[src/include/prbs_defines.svh]
`ifndef PRBS_DEFINES_SVH
`define PRBS_DEFINES_SVH

// PRBS7 polynomial x^7 + x^6 + 1
`define PRBS_ORDER 7

// feedback taps as state bit indices
`define PRBS_TAP_HI 6
`define PRBS_TAP_LO 5

// lanes per parallel word
`define PRBS_LANES 16
`define PRBS_SHIFT_W 4
`define PRBS_MATCH_W 5

`define PRBS_CNT_W 64

// consecutive bad words before the window slips
`define PRBS_ALIGN_ERRS 4

// any nonzero state works as the base
`define PRBS_BASE_SEED {`PRBS_ORDER{1'b1}}

`endif

[src/prbs_pkg.sv]
`include "prbs_defines.svh"

package prbs_pkg;

    // encodings match the external mode pins
    typedef enum logic [1:0] {
        mode_reset  = 2'b00,
        mode_align  = 2'b01,
        mode_test   = 2'b10,
        mode_freeze = 2'b11
    } checker_mode_t;

    // one bit per lane, lane 0 is the earliest serial bit
    typedef logic [`PRBS_LANES-1:0] lane_word_t;

    typedef logic [`PRBS_ORDER-1:0] lfsr_state_t;

    typedef lfsr_state_t [`PRBS_LANES-1:0] lane_states_t;

    typedef logic [`PRBS_CNT_W-1:0] bit_count_t;

    // one serial step, the top bit is the bit shifted out
    function automatic lfsr_state_t lfsr_step(lfsr_state_t s);
        return {s[`PRBS_ORDER-2:0], s[`PRBS_TAP_HI] ^ s[`PRBS_TAP_LO]};
    endfunction

endpackage

[src/prbs_bist_top.sv]
`timescale 1ns/10ps
`include "prbs_defines.svh"

module prbs_bist_top (
    input  logic                     clk,
    input  logic                     rst,
    input  prbs_pkg::checker_mode_t  checker_mode,
    input  prbs_pkg::lane_word_t     rx_bits,
    output prbs_pkg::lane_word_t     tx_bits,
    output prbs_pkg::bit_count_t     correct_bits,
    output prbs_pkg::bit_count_t     total_bits,
    output logic [`PRBS_SHIFT_W-1:0] rx_shift
);

    // shared by transmit and receive so both walk the same sequence
    prbs_pkg::lane_states_t seeds;

    prbs_seed_gen seed_gen_i (
        .base  (`PRBS_BASE_SEED),
        .seeds (seeds)
    );

    // transmit pattern runs freely once rst drops
    prbs_lfsr_bank tx_bank_i (
        .clk   (clk),
        .rst   (rst),
        .en    (1'b1),
        .seeds (seeds),
        .bits  (tx_bits)
    );

    prbs_checker checker_i (
        .clk          (clk),
        .rst          (rst),
        .seeds        (seeds),
        .rx_bits      (rx_bits),
        .checker_mode (checker_mode),
        .correct_bits (correct_bits),
        .total_bits   (total_bits),
        .rx_shift     (rx_shift)
    );

endmodule

[src/prbs_checker.sv]
`timescale 1ns/10ps
`include "prbs_defines.svh"

module prbs_checker (
    input  logic                      clk,
    input  logic                      rst,
    input  prbs_pkg::lane_states_t    seeds,
    input  prbs_pkg::lane_word_t      rx_bits,
    input  prbs_pkg::checker_mode_t   checker_mode,
    output prbs_pkg::bit_count_t      correct_bits,
    output prbs_pkg::bit_count_t      total_bits,
    output logic [`PRBS_SHIFT_W-1:0]  rx_shift
);

    // err_count value at which the next bad word triggers a slip
    localparam logic [1:0] err_last = 2'(`PRBS_ALIGN_ERRS - 1);

    prbs_pkg::checker_mode_t mode;

    logic lfsr_rst;
    logic lfsr_en;
    logic match;
    logic [`PRBS_MATCH_W-1:0] match_count;

    // consecutive mismatches seen while aligning
    logic [1:0] err_count;

    prbs_checker_core core_i (
        .clk         (clk),
        .rst         (lfsr_rst),
        .en          (lfsr_en),
        .seeds       (seeds),
        .rx_bits     (rx_bits),
        .rx_shift    (rx_shift),
        .match       (match),
        .match_count (match_count)
    );

    // top reset looks like reset mode from here on
    assign mode = rst ? prbs_pkg::mode_reset : checker_mode;

    always_ff @(posedge clk) begin
        case (mode)
            prbs_pkg::mode_reset: begin
                lfsr_rst     <= 1'b1;
                lfsr_en      <= 1'b0;
                rx_shift     <= '1;
                err_count    <= '0;
                correct_bits <= '0;
                total_bits   <= '0;
            end
            prbs_pkg::mode_align: begin
                lfsr_rst     <= 1'b0;
                correct_bits <= '0;
                total_bits   <= '0;
                if (match) begin
                    lfsr_en   <= 1'b1;
                    err_count <= '0;
                end else if (err_count == err_last) begin
                    err_count <= '0;
                    if (rx_shift == '0) begin
                        // wrap the window and let the reference fall back a word
                        lfsr_en  <= 1'b0;
                        rx_shift <= '1;
                    end else begin
                        lfsr_en  <= 1'b1;
                        rx_shift <= rx_shift - 1'b1;
                    end
                end else begin
                    lfsr_en   <= 1'b1;
                    err_count <= err_count + 1'b1;
                end
            end
            prbs_pkg::mode_test: begin
                lfsr_rst     <= 1'b0;
                lfsr_en      <= 1'b1;
                err_count    <= '0;
                correct_bits <= correct_bits + prbs_pkg::bit_count_t'(match_count);
                total_bits   <= total_bits + prbs_pkg::bit_count_t'(`PRBS_LANES);
            end
            default: begin
                // freeze keeps counters, shift and core control as they are
            end
        endcase
    end

endmodule

[src/prbs_checker_core.sv]
`timescale 1ns/10ps
`include "prbs_defines.svh"

module prbs_checker_core (
    input  logic                     clk,
    input  logic                     rst,
    input  logic                     en,
    input  prbs_pkg::lane_states_t   seeds,
    input  prbs_pkg::lane_word_t     rx_bits,
    input  logic [`PRBS_SHIFT_W-1:0] rx_shift,
    output logic                     match,
    output logic [`PRBS_MATCH_W-1:0] match_count
);

    // expected pattern
    prbs_pkg::lane_word_t ref_bits;

    prbs_pkg::lane_word_t rx_prev;
    logic [2*`PRBS_LANES-1:0] rx_joined;
    prbs_pkg::lane_word_t window;

    prbs_pkg::lane_word_t agree;
    logic [`PRBS_MATCH_W-1:0] agree_count;

    prbs_lfsr_bank ref_bank_i (
        .clk   (clk),
        .rst   (rst),
        .en    (en),
        .seeds (seeds),
        .bits  (ref_bits)
    );

    // last received word, needed for windows that straddle two words
    always_ff @(posedge clk) begin
        rx_prev <= rx_bits;
    end

    // older word in the low half so bit order follows the serial stream
    assign rx_joined = {rx_bits, rx_prev};

    // rx_shift picks where in the two words the window starts
    assign window = rx_joined[rx_shift +: `PRBS_LANES];

    assign agree = ~(window ^ ref_bits);

    // number of lanes that agree with the reference
    always_comb begin
        agree_count = '0;
        for (int lane = 0; lane < `PRBS_LANES; lane++) begin
            agree_count = agree_count + {{(`PRBS_MATCH_W-1){1'b0}}, agree[lane]};
        end
    end

    // results come one clock after the word they describe
    always_ff @(posedge clk) begin
        if (rst) begin
            match       <= 1'b0;
            match_count <= '0;
        end else begin
            match       <= &agree;
            match_count <= agree_count;
        end
    end

endmodule

[src/prbs_lfsr_bank.sv]
`timescale 1ns/10ps
`include "prbs_defines.svh"

module prbs_lfsr_bank (
    input  logic                   clk,
    input  logic                   rst,
    input  logic                   en,
    input  prbs_pkg::lane_states_t seeds,
    output prbs_pkg::lane_word_t   bits
);

    prbs_pkg::lane_states_t state;
    prbs_pkg::lane_states_t state_next;
    prbs_pkg::lane_word_t   top_bits;

    // every lane jumps a whole word ahead
    // the inner loop unrolls into a 16 step XOR network per lane
    always_comb begin
        state_next = state;
        for (int lane = 0; lane < `PRBS_LANES; lane++) begin
            for (int n = 0; n < `PRBS_LANES; n++) begin
                state_next[lane] = prbs_pkg::lfsr_step(state_next[lane]);
            end
        end
    end

    // output bit of each lane is its current top bit
    always_comb begin
        for (int lane = 0; lane < `PRBS_LANES; lane++) begin
            top_bits[lane] = state[lane][`PRBS_ORDER-1];
        end
    end

    always_ff @(posedge clk) begin
        if (rst) begin
            state <= seeds;
        end else if (en) begin
            state <= state_next;
        end
    end

    // word register follows the lane states
    // holding en repeats one word, which slips this stream by a word
    always_ff @(posedge clk) begin
        bits <= top_bits;
    end

endmodule

[src/prbs_seed_gen.sv]
`timescale 1ns/10ps
`include "prbs_defines.svh"

// Lane i of a parallel word carries serial bit i of that word. Each lane
// runs its own copy of the LFSR, advanced by a full word per clock, so the
// lane seeds must sit i steps apart along the same sequence.
module prbs_seed_gen (
    input  prbs_pkg::lfsr_state_t  base,
    output prbs_pkg::lane_states_t seeds
);

    // chain[i] is the base state stepped i times
    prbs_pkg::lane_states_t chain;

    assign chain[0] = base;

    generate
        for (genvar lane = 1; lane < `PRBS_LANES; lane++) begin : g_chain
            assign chain[lane] = prbs_pkg::lfsr_step(chain[lane-1]);
        end
    endgenerate

    // lane 0 starts right at the base state
    assign seeds = chain;

endmodule

[config.mk]
export PLATFORM = sky130hd
export DESIGN_NAME = prbs_bist_top
export DESIGN_NICKNAME = d
export VERILOG_FILES = /design/src/prbs_pkg.sv /design/src/prbs_bist_top.sv /design/src/prbs_checker.sv /design/src/prbs_checker_core.sv /design/src/prbs_lfsr_bank.sv /design/src/prbs_seed_gen.sv
export VERILOG_INCLUDE_DIRS = /design/src /design/src/include
export SDC_FILE = /design/constraint.sdc
export NUM_CORES = 1
export LEC_CHECK = 0
export BUFFER_PORTS_ARGS = -buffer_cell sky130_fd_sc_hd__buf_2
export CORE_ASPECT_RATIO = 2
export CORE_UTILIZATION = 30
export CTS_CLUSTER_DIAMETER = 80
export DETAILED_ROUTE_END_ITERATION = 6
export GPL_TIMING_DRIVEN = 0
export PLACE_DENSITY = 0.51
export SYNTH_ARGS = -nofsm -noshare
export SYNTH_HDL_FRONTEND = slang
export SYNTH_SLANG_ARGS = --single-unit
[constraint.sdc]
create_clock -name clk -period 6.1 [get_ports clk]
set_input_delay 0.61 -clock clk [delete_from_list [all_inputs] [get_ports clk]]
set_output_delay 0.61 -clock clk [all_outputs]
set_load 0.01 [all_outputs]
==> Word level (Yosys, flattened, before mapping) <==
Cells that the tools add are included.
{ "totals": {"in_bits": 20, "regBits": 414} }
{ "op_classes": {"n_bitwise": 514, "addsub": 19, "muxes": 15, "n_eq_ne": 5, "n_reduce_logical": 12, "shifts": 1} }
{ "ops": {"columns": ["op", "n"], "rows": [
  ["$xor A1 B1 Y1", 512],
  ["$pmux W64 S2", 2],
  ["$add A64 B5 Y64", 1],
  ["$add A64 B5 Y64 const B", 1],
  ["$add A5 B1 Y5", 11],
  ["$shiftx A32 B5 Y16", 1],
  ["$not A16 Y16", 1],
  ["$reduce_and A16 Y1", 1],
  ["$xor A16 B16 Y16", 1],
  ["$mux W4", 3],
  ["$pmux W4 S2", 1],
  ["$reduce_bool A2 Y1", 4],
  ["$mux W2", 3],
  ["$reduce_or A2 Y1", 3],
  ["$add A4 B1 Y5", 1],
  ["$add A3 B1 Y4", 1],
  ["$eq A2 B2 Y1 const B", 2],
  ["$logic_not A4 Y1", 1],
  ["$pmux W2 S2", 1],
  ["$sub A4 B1 Y4 const B", 1],
  ["$add A2 B1 Y3", 1],
  ["$mux W1", 3],
  ["$pmux W1 S3", 1],
  ["$reduce_and A3 Y1", 1],
  ["8 further kinds", 8]
]} }

==> Longest topological paths before layout <==
Gate-level depths: netlist (run 1).
{ "logic_depth": {"ltp_word": 18, "depth_mapped": 20} }

==> By module <==
From an unflattened synthesis (run 1), not the netlist that was laid out.
{ "hier_totals": {"cells_unflattened": 2049, "area_unflattened_um2": 23715.2} }
{ "by_module_without_submodules": {"columns": ["module", "cells_per_inst", "area_per_inst_um2", "instances"], "rows": [
  ["prbs_lfsr_bank", 518, 6512.5, 2],
  ["prbs_checker", 731, 7671.1, 1],
  ["prbs_checker_core", 168, 2144.6, 1],
  ["prbs_seed_gen", 113, 870.8, 1],
  ["prbs_bist_top", 1, 3.8, 1]
]} }

==> Worst setup path before layout (run 1) <==
No wires, ideal clock.
{ "synth_timing": {"kind": "register to register", "startpoint": "register checker_i.rx_shift[2]", "endpoint": "register checker_i.core_i.match_count[4]", "t_arrival_ns": 5.121, "period_less_slack_ns": 5.249, "setup_time_ns": 0.128, "slack_ns": 0.851, "stages_incl_launch_ff": 19, "required_ns": 5.972, "cell_sequence": "edfxtp_1 -> buf_2 -> buf_1 -> mux4_2 -> nand2_1 -> o21a_1 -> nor2_1 -> a21oi_1 -> xor2_1 -> fa_1 -> fa_1 -> inv_1 -> fa_1 -> fa_1 -> inv_1 -> ha_1 -> fa_1 -> a21oi_1 -> nor3b_1"} }
{ "synth_between": {"elab_chain_cells": 18} }
{ "synth_rtl": {"columns": ["element", "line", "source"], "rows": [
  ["start: declaration", "prbs_checker.sv:12", "output logic [`PRBS_SHIFT_W-1:0] rx_shift"],
  ["start signal: assignment", "prbs_checker.sv:67", "rx_shift <= rx_shift - 1'b1;"],
  ["$shiftx A32 B5 Y16 (*)", "prbs_checker_core.sv:42", "assign window = rx_joined[rx_shift +: `PRBS_LANES];"],
  ["$xor A16 B16 Y16 (*)", "prbs_checker_core.sv:44", "assign agree = ~(window ^ ref_bits);"],
  ["$not A16 Y16 (*)", "prbs_checker_core.sv:44", null],
  ["$add A1 B1 Y2", "prbs_checker_core.sv:50", "agree_count = agree_count + {{(`PRBS_MATCH_W-1){1'b0}}, agree[lane]};"],
  ["$add A2 B1 Y3", "prbs_checker_core.sv:50", null],
  ["$add A3 B1 Y4", "prbs_checker_core.sv:50", null],
  ["$add A4 B1 Y5", "prbs_checker_core.sv:50", null],
  ["$add A5 B1 Y5 (10 in a row)", "prbs_checker_core.sv:50", null],
  ["$add A5 B1 Y5 (*)", "prbs_checker_core.sv:50", null],
  ["end signal: assignment", "prbs_checker_core.sv:61", "match_count <= agree_count;"],
  ["end: declaration", "prbs_checker_core.sv:12", "output logic [`PRBS_MATCH_W-1:0] match_count"]
]} }
Mark *: on every way between the ends. The rest lies on a longest branch, timed or not.
A chain may end at the register's enable or synchronous reset.

==> Worst setup path in the final report (run 1) <==
{ "layout_timing": {"startpoint": "register checker_i.rx_shift[3]", "endpoint": "register checker_i.core_i.match_count[4]"} }
The elaborated chain is that of the path after synthesis.

==> results of run 1 <==
registers in the layout, summed over array words and instances, names as in the netlist:
signal / flops
checker_i.total_bits: 60
checker_i.core_i.ref_bank_i.bits: 16
checker_i.correct_bits: 64
tx_bank_i.state: 112
checker_i.rx_shift: 4
checker_i.err_count: 2
checker_i.core_i.match_count: 5
tx_bank_i.bits: 16
checker_i.core_i.rx_prev: 16
checker_i.core_i.match: 1
checker_i.lfsr_rst: 1
checker_i.core_i.ref_bank_i.state: 112
checker_i.lfsr_en: 1
layout make-up:
cell class              count  share of cell area (%)
flip-flops and latches    410                    42.5
multi-input cells        1339                    41.6
clock buffers              53                    5.06
well taps                 798                    4.46
repair buffers            164                    3.76
plain buffers              80                    1.47
clock inverters            20                   0.592
inverters                  29                   0.508
diodes                      1                  0.0112
cells by family after synthesis:
logic type	synth area share, %
compound gates	4.85
xor+xnor	19.8
fa+ha+maj	2.31
buf+inv	2.31
flops	49.4
mux	5.24
other cells	0.0194
simple gates	16.0
path summary, 6_finish.rpt:
| kind | startpoint | endpoint | slack, ps |
|---|---|---|---|
| max | checker_i.rx_shift[3]$_SDFFCE_PP1P_ | checker_i.core_i.match_count[4]$_SDFF_PP0_ | 500 |
| min | rx_bits[15] | checker_i.core_i.rx_prev[15]$_DFF_P_ | 150 |
| max reg2reg | checker_i.rx_shift[3]$_SDFFCE_PP1P_ | checker_i.core_i.match_count[4]$_SDFF_PP0_ | 500 |
| min reg2reg | tx_bank_i.state[69]$_SDFF_PP0_ | tx_bank_i.bits[9]$_DFF_P_ | 390 |
through the flow:
stage	power (mW)	hold WS, ps	utilization, %	instances	worst slack, ps
final	8.73	150	35.2	2894	501
after global routing	9.34	138	35.2	2893	137
after floorplan	5.79	374	-	1860	851
after CTS	8.88	127	35.2	2895	92.0
after global placement	6.32	389	33.2	2821	-298
after detailed placement	6.39	387	33.2	2822	100
synthesized netlist by cell type (22+ instances only):
| cell type | number | area (µm²) |
|---|---|---|
| nor2_1 | 298 | 1120 |
| dfxtp_1 | 278 | 5570 |
| xnor2_1 | 256 | 2240 |
| xor2_1 | 181 | 1590 |
| edfxtp_1 | 132 | 3960 |
| clkbuf_1 | 64 | 240 |
| a21oi_1 | 61 | 305 |
| nand2_1 | 60 | 225 |
| mux2i_1 | 56 | 561 |
| a211oi_1 | 54 | 405 |
| nand2b_1 | 48 | 300 |
| nand3_1 | 47 | 235 |
| or2_2 | 41 | 257 |
| nand4_1 | 29 | 181 |
| inv_1 | 27 | 101 |
| nor3_1 | 22 | 110 |
metal layers:
layer / vias up / part of all wire (%) / track usage (%)
met3: 95 / 3.9 / 2.26
li1: 6639 / - / -
met5: - / 0.029 / 0
met4: 2 / 3.8 / 6.65
met1: 6502 / 37 / 14.8
met2: 277 / 55 / 29.2
critical path, cell delays in order, from the launching register on:
cell      delay (ps)
edfxtp_1         680
buf_2            350
buf_2            260
mux4_2           340
nand2_1           80
o21a_1           110
nor2_1            30
a21oi_1          180
xor2_1           350
fa_1             490
fa_1             540
inv_1             50
fa_1             500
fa_1             550
inv_1             40
ha_1             210
fa_1             400
a21oi_1          220
nor3b_1           70
power groups by stage:
stage	clock network [mW]	logic [mW]	registers, mW
floorplan	0	1.99	3.80
finish	2.43	2.49	3.81
detailed placement	0	2.52	3.87
global route	2.62	2.84	3.88
CTS	2.52	2.55	3.82
global placement	0	2.47	3.85
==> run metrics, run 1 <==
port bufs 163; register area share after synthesis 49.4%; unrepaired setup endpoints after global routing false; CTS root buf clkbuf_16; Congestion Overflow GR 0; clk_skew 11.9 ps; Final Cell Area 22,400 µm²; setup tns final 0 ps; largest net degree at the start of global routing 85; Die H 361 µm; Post-Route WL 48,200 µm; dpl hpwl 36,000 µm; All-Layer GR Usage 14.8%; Final setup viols 0; Post-Syn Instances 1,857; Async S/R FF share, synth 0%; achievable frequency 179 MHz; CP startpoint kind flop; Via density 4.67; RePlAce Congestion 0.849; VDD IR max 0.194 mV; Avg WL per Cell 16.6 µm; first-pass GRT wire length 76,900 µm; area of the multi-input gates 9320 µm²; # Post-CTS Setup Buffers 0; total die area 65,400 µm²; FF/Latch Area 9530 µm²; antenna violations before repair 1; syn avg cell area 10.4 µm²; part of the power in registers 43.6%; CTS Buffer Depth 3; Layout fillers 6,464; die width 181 µm; nets 2,114; Internal Pwr Total 5.90 mW; crit-path max FO 10; cell depth of the worst min-delay path 1; initial core utilization 30.3%; CP endpoint kind flop; CTS sink count 410; final hold vios 0; Core ar. 63,600 µm²; status complete, no violations; DRC 0; Slew Limit Headroom 14.8%; max-capacitance violation count 0; antenna-violating nets left 0; Clk pwr share 27.9%; most common cell after layout, fill and taps aside nor2_1; share of cells above drive strength 1 14.6%; post-route minimum period 5600 ps; yosys warns 0; TritonCTS clock tree built; row count 131; Cell Area, Placed 21,100 µm²; post-synthesis register bit count 410; critical setup path kind reg -> reg; WP data required 6530 ps; prevailing post-synth register cell dfxtp_1; CTS Hold Buffers Added 0; CTS clk-pin slew, worst paths 60 ps; Post-Syn Area 19,300 µm²; Synth cell types 51; Cell Pwr Density 390 nW/µm²; number of cells upsized or downsized after cts 0; leading cell types in the layout, fill and taps excluded nor2_1, dfxtp_1, xnor2_1; Logic pwr share 28.5%; final slew viol count 0; vias in the first global route 14,100; r2r worst-path depth 18; Pre-antenna DRT Iters 5; Post-synth EDFFs 132; H-tree depth 2; initial DRC count 561; I/O Pins 168; Num CTS Buffers 41; Leak 8.54 nW; crit share post-route 91.8%; Clock Latency Late Sink 570 ps; Worst-Margin Slew 1270 ps; HP Class in -> reg; Sw Ratio 32.4%; area grow syn2layout 16.2%; sw power 2.82 mW; routed vias 13,500; crit path DAT 6030 ps
(Power assumes the default switching activity.)
==> inputs of run 2 (changes only) <==
- PLACE_DENSITY: 0.51 -> 0.5
- SLEW_MARGIN: unset -> 20
- SYNTH_HIERARCHICAL: unset -> 1
==> run metrics, run 2 <==
CP startpoint kind flop; DRC 0; critical-path cell list buf_6, buf_4, mux4_2, mux2_2, mux2i_1, xnor2_1, fa_1, fa_1, inv_1, fa_1, fa_1, inv_1, fa_1, inv_1, ha_1, a21o_1, a21oi_1, xor2_1, nor2_1; CTS Buffer Depth 3; leading post-synthesis cells by instance count edfxtp_1, nand2_1, xnor2_1, xor2_1, o21ai_0; status finished with violations; CTS sink count 410; antenna-violating nets left 0; most frequent CP cell fa_1; max-capacitance violation count 0; final total power 11.9 mW; area leader, netlist edfxtp_1; Synth cell types 61; CTS clk-pin slew, worst paths 70 ps; Diodes inserted 0; syn avg cell area 11.6 µm²; Post-Syn Area 23,700 µm²; FF/Latch Area 11,800 µm²; first-pass GRT wire length 101,000 µm; Congestion Overflow GR 0; most common cell after layout, fill and taps aside edfxtp_1; unrepaired setup endpoints after global routing false; Num CTS Buffers 41; achievable frequency 172 MHz; HP Class in -> reg; Async S/R FF share, synth 0%; Worst path slowest cell fa_1; port bufs 163; Leak 10.7 nW; dpl hpwl 48,200 µm; violated checks slew limit; largest net degree at the start of global routing 113; area grow syn2layout 16.2%; post-route minimum period 5810 ps; vias in the first global route 17,100; register area share after synthesis 49.6%; Core ar. 78,200 µm²; routed vias 16,100; CP endpoint kind flop; leading cell types in the layout, fill and taps excluded edfxtp_1, nand2_1, xnor2_1; total die area 80,200 µm²; min-delay src rx_bits[15]; cell family contributing the most delay on the critical path adder cells; H-tree depth 2; crit share post-route 95.3%; CTS root buf clkbuf_16; r2r worst-path depth 19; final slew viol count 113; crit path DAT 6240 ps; clk_skew 17.0 ps; final hold vios 0; antenna violations before repair 10; prevailing post-synth register cell edfxtp_1; top flop regs checker_i/core_i/ref_bank_i/state (112), tx_bank_i/state (112), checker_i/correct_bits (64); RePlAce Congestion 0.855; r2r setup slk 290 ps; number of buffers and inverters on the critical path 5; CTS Hold Buffers Added 0; share of cells above drive strength 1 23.1%; Cell Pwr Density 432 nW/µm²; Die H 400 µm; CP peak stage delay 600 ps; row count 145; critical setup path kind reg -> reg; dpl ws -354 ps; Slew Limit Headroom -89.3%; post-synth top area share 45.1%; Layout fillers 7,776; initial DRC count 735; crit-path max FO 10; Worst Hold End checker_i/core_i/rx_prev[15]$_DFF_P_; TritonCTS clock tree built; worst reg2reg path endpoint checker_i/core_i/match_count[3]$_SDFF_PP0_; Final setup viols 0; yosys warns 6; final hold slack 167 ps; Clock Latency Late Sink 580 ps; Post-Syn Instances 2,049; most frequent cell after synthesis edfxtp_1; Crit Reg-Reg Startpoint checker_i/rx_shift[2]$_SDFFCE_PP1P_; synth top area cells edfxtp_1, xnor2_1, xor2_1; I/O Pins 168; WP data required 6530 ps; nets 2,369; Post-Route WL 64,400 µm; cell depth of the worst min-delay path 1; Avg WL per Cell 19.0 µm; initial core utilization 30.3%; Worst-Margin Slew 2840 ps; post-synthesis register bit count 410; All-Layer GR Usage 16.2%; VDD IR max 0.312 mV; Pre-antenna DRT Iters 5; die width 201 µm; Post-synth EDFFs 356; area of the multi-input gates 10,900 µm²; Final WS setup 286 ps; Via density 4.77
run 2: report_power, final:
part           switching, mW  internal, mW  total, mW
Combinational           2.01          2.31       4.32
Sequential             0.789          4.09       4.88
Clock                   1.20          1.50       2.70
run 2: repair_timing:
item                       in CTS  in global routing
setup buffers                   0                  5
gates resized for setup         4                  9
setup endpoints to repair       4                  3
run 2: worst register-to-register path, delay by kind of cell, from the launching register on:
kind	cells	cell delay, ps
adder cells (fa/ha/maj)	6	2920
XOR/XNOR	2	400
flip-flops	1	490
buffers and inverters	5	570
multiplexers	3	950
AO/OA/AOI/OAI	2	330
AND/OR/NAND/NOR	1	50
run 2: routing by layer:
| metal | track usage [%] | part of all wire (%) | up-vias |
|---|---|---|---|
| met4 | 6.84 | 3.9 | 14 |
| li1 | - | - | 7690 |
| met2 | 31.6 | 55 | 388 |
| met5 | 0 | 0.15 | - |
| met3 | 2.52 | 4.1 | 130 |
| met1 | 16.9 | 37 | 7899 |
run 2: layout make-up:
| type | instances | share of cell area [%] |
|---|---|---|
| clock buffer | 48 | 3.93 |
| timing repair buffer | 171 | 3.34 |
| buffer | 182 | 4.25 |
| sequential | 410 | 42.7 |
| inverter | 33 | 0.477 |
| multi-input combinational | 1480 | 39.5 |
| clock inverter | 26 | 1.06 |
| tap | 1029 | 4.67 |
run 2: worst max path at each step:
stage          slack (ps)                                 from                                          to  cells after the start
3_3_place_gp         -270  checker_i/rx_shift[3]$_SDFFCE_PP1P_  checker_i/core_i/match_count[3]$_SDFF_PP0_                     19
2_1_floorplan         390  checker_i/rx_shift[3]$_SDFFCE_PP1P_  checker_i/core_i/match_count[3]$_SDFF_PP0_                     19
6_report              290  checker_i/rx_shift[2]$_SDFFCE_PP1P_  checker_i/core_i/match_count[3]$_SDFF_PP0_                     19
5_1_grt                 2  checker_i/rx_shift[2]$_SDFFCE_PP1P_  checker_i/core_i/match_count[3]$_SDFF_PP0_                     19
3_5_place_dp         -350  checker_i/rx_shift[3]$_SDFFCE_PP1P_  checker_i/core_i/match_count[3]$_SDFF_PP0_                     19
4_1_cts                70  checker_i/rx_shift[3]$_SDFFCE_PP1P_  checker_i/core_i/match_count[3]$_SDFF_PP0_                     19
run 2: kinds of logic after synthesis:
group / share of synthesized area (%)
AOI/OAI and AO/OA: 6.54
xor gates and xnor gates: 17.5
adders and majority gates: 1.93
buffers and inverters: 5.40
DFF: 49.6
muxes: 7.76
other: 0.0317
and+or+nand+nor: 11.2
run 2: stage by stage:
| step | instance area (µm²) | utilization, % | cells | setup TNS [ps] |
|---|---|---|---|---|
| 3_3_place_gp | 26000 | 33.3 | 3297 | -808 |
| 2_1_floorplan | 23900 | - | 2105 | 0 |
| 6_report | 27600 | 35.2 | 3379 | 0 |
| 4_1_cts | 27500 | 35.2 | 3374 | 0 |
| 5_1_grt | 27600 | 35.2 | 3379 | 0 |
| 3_5_place_dp | 26100 | 33.4 | 3300 | -1050 |
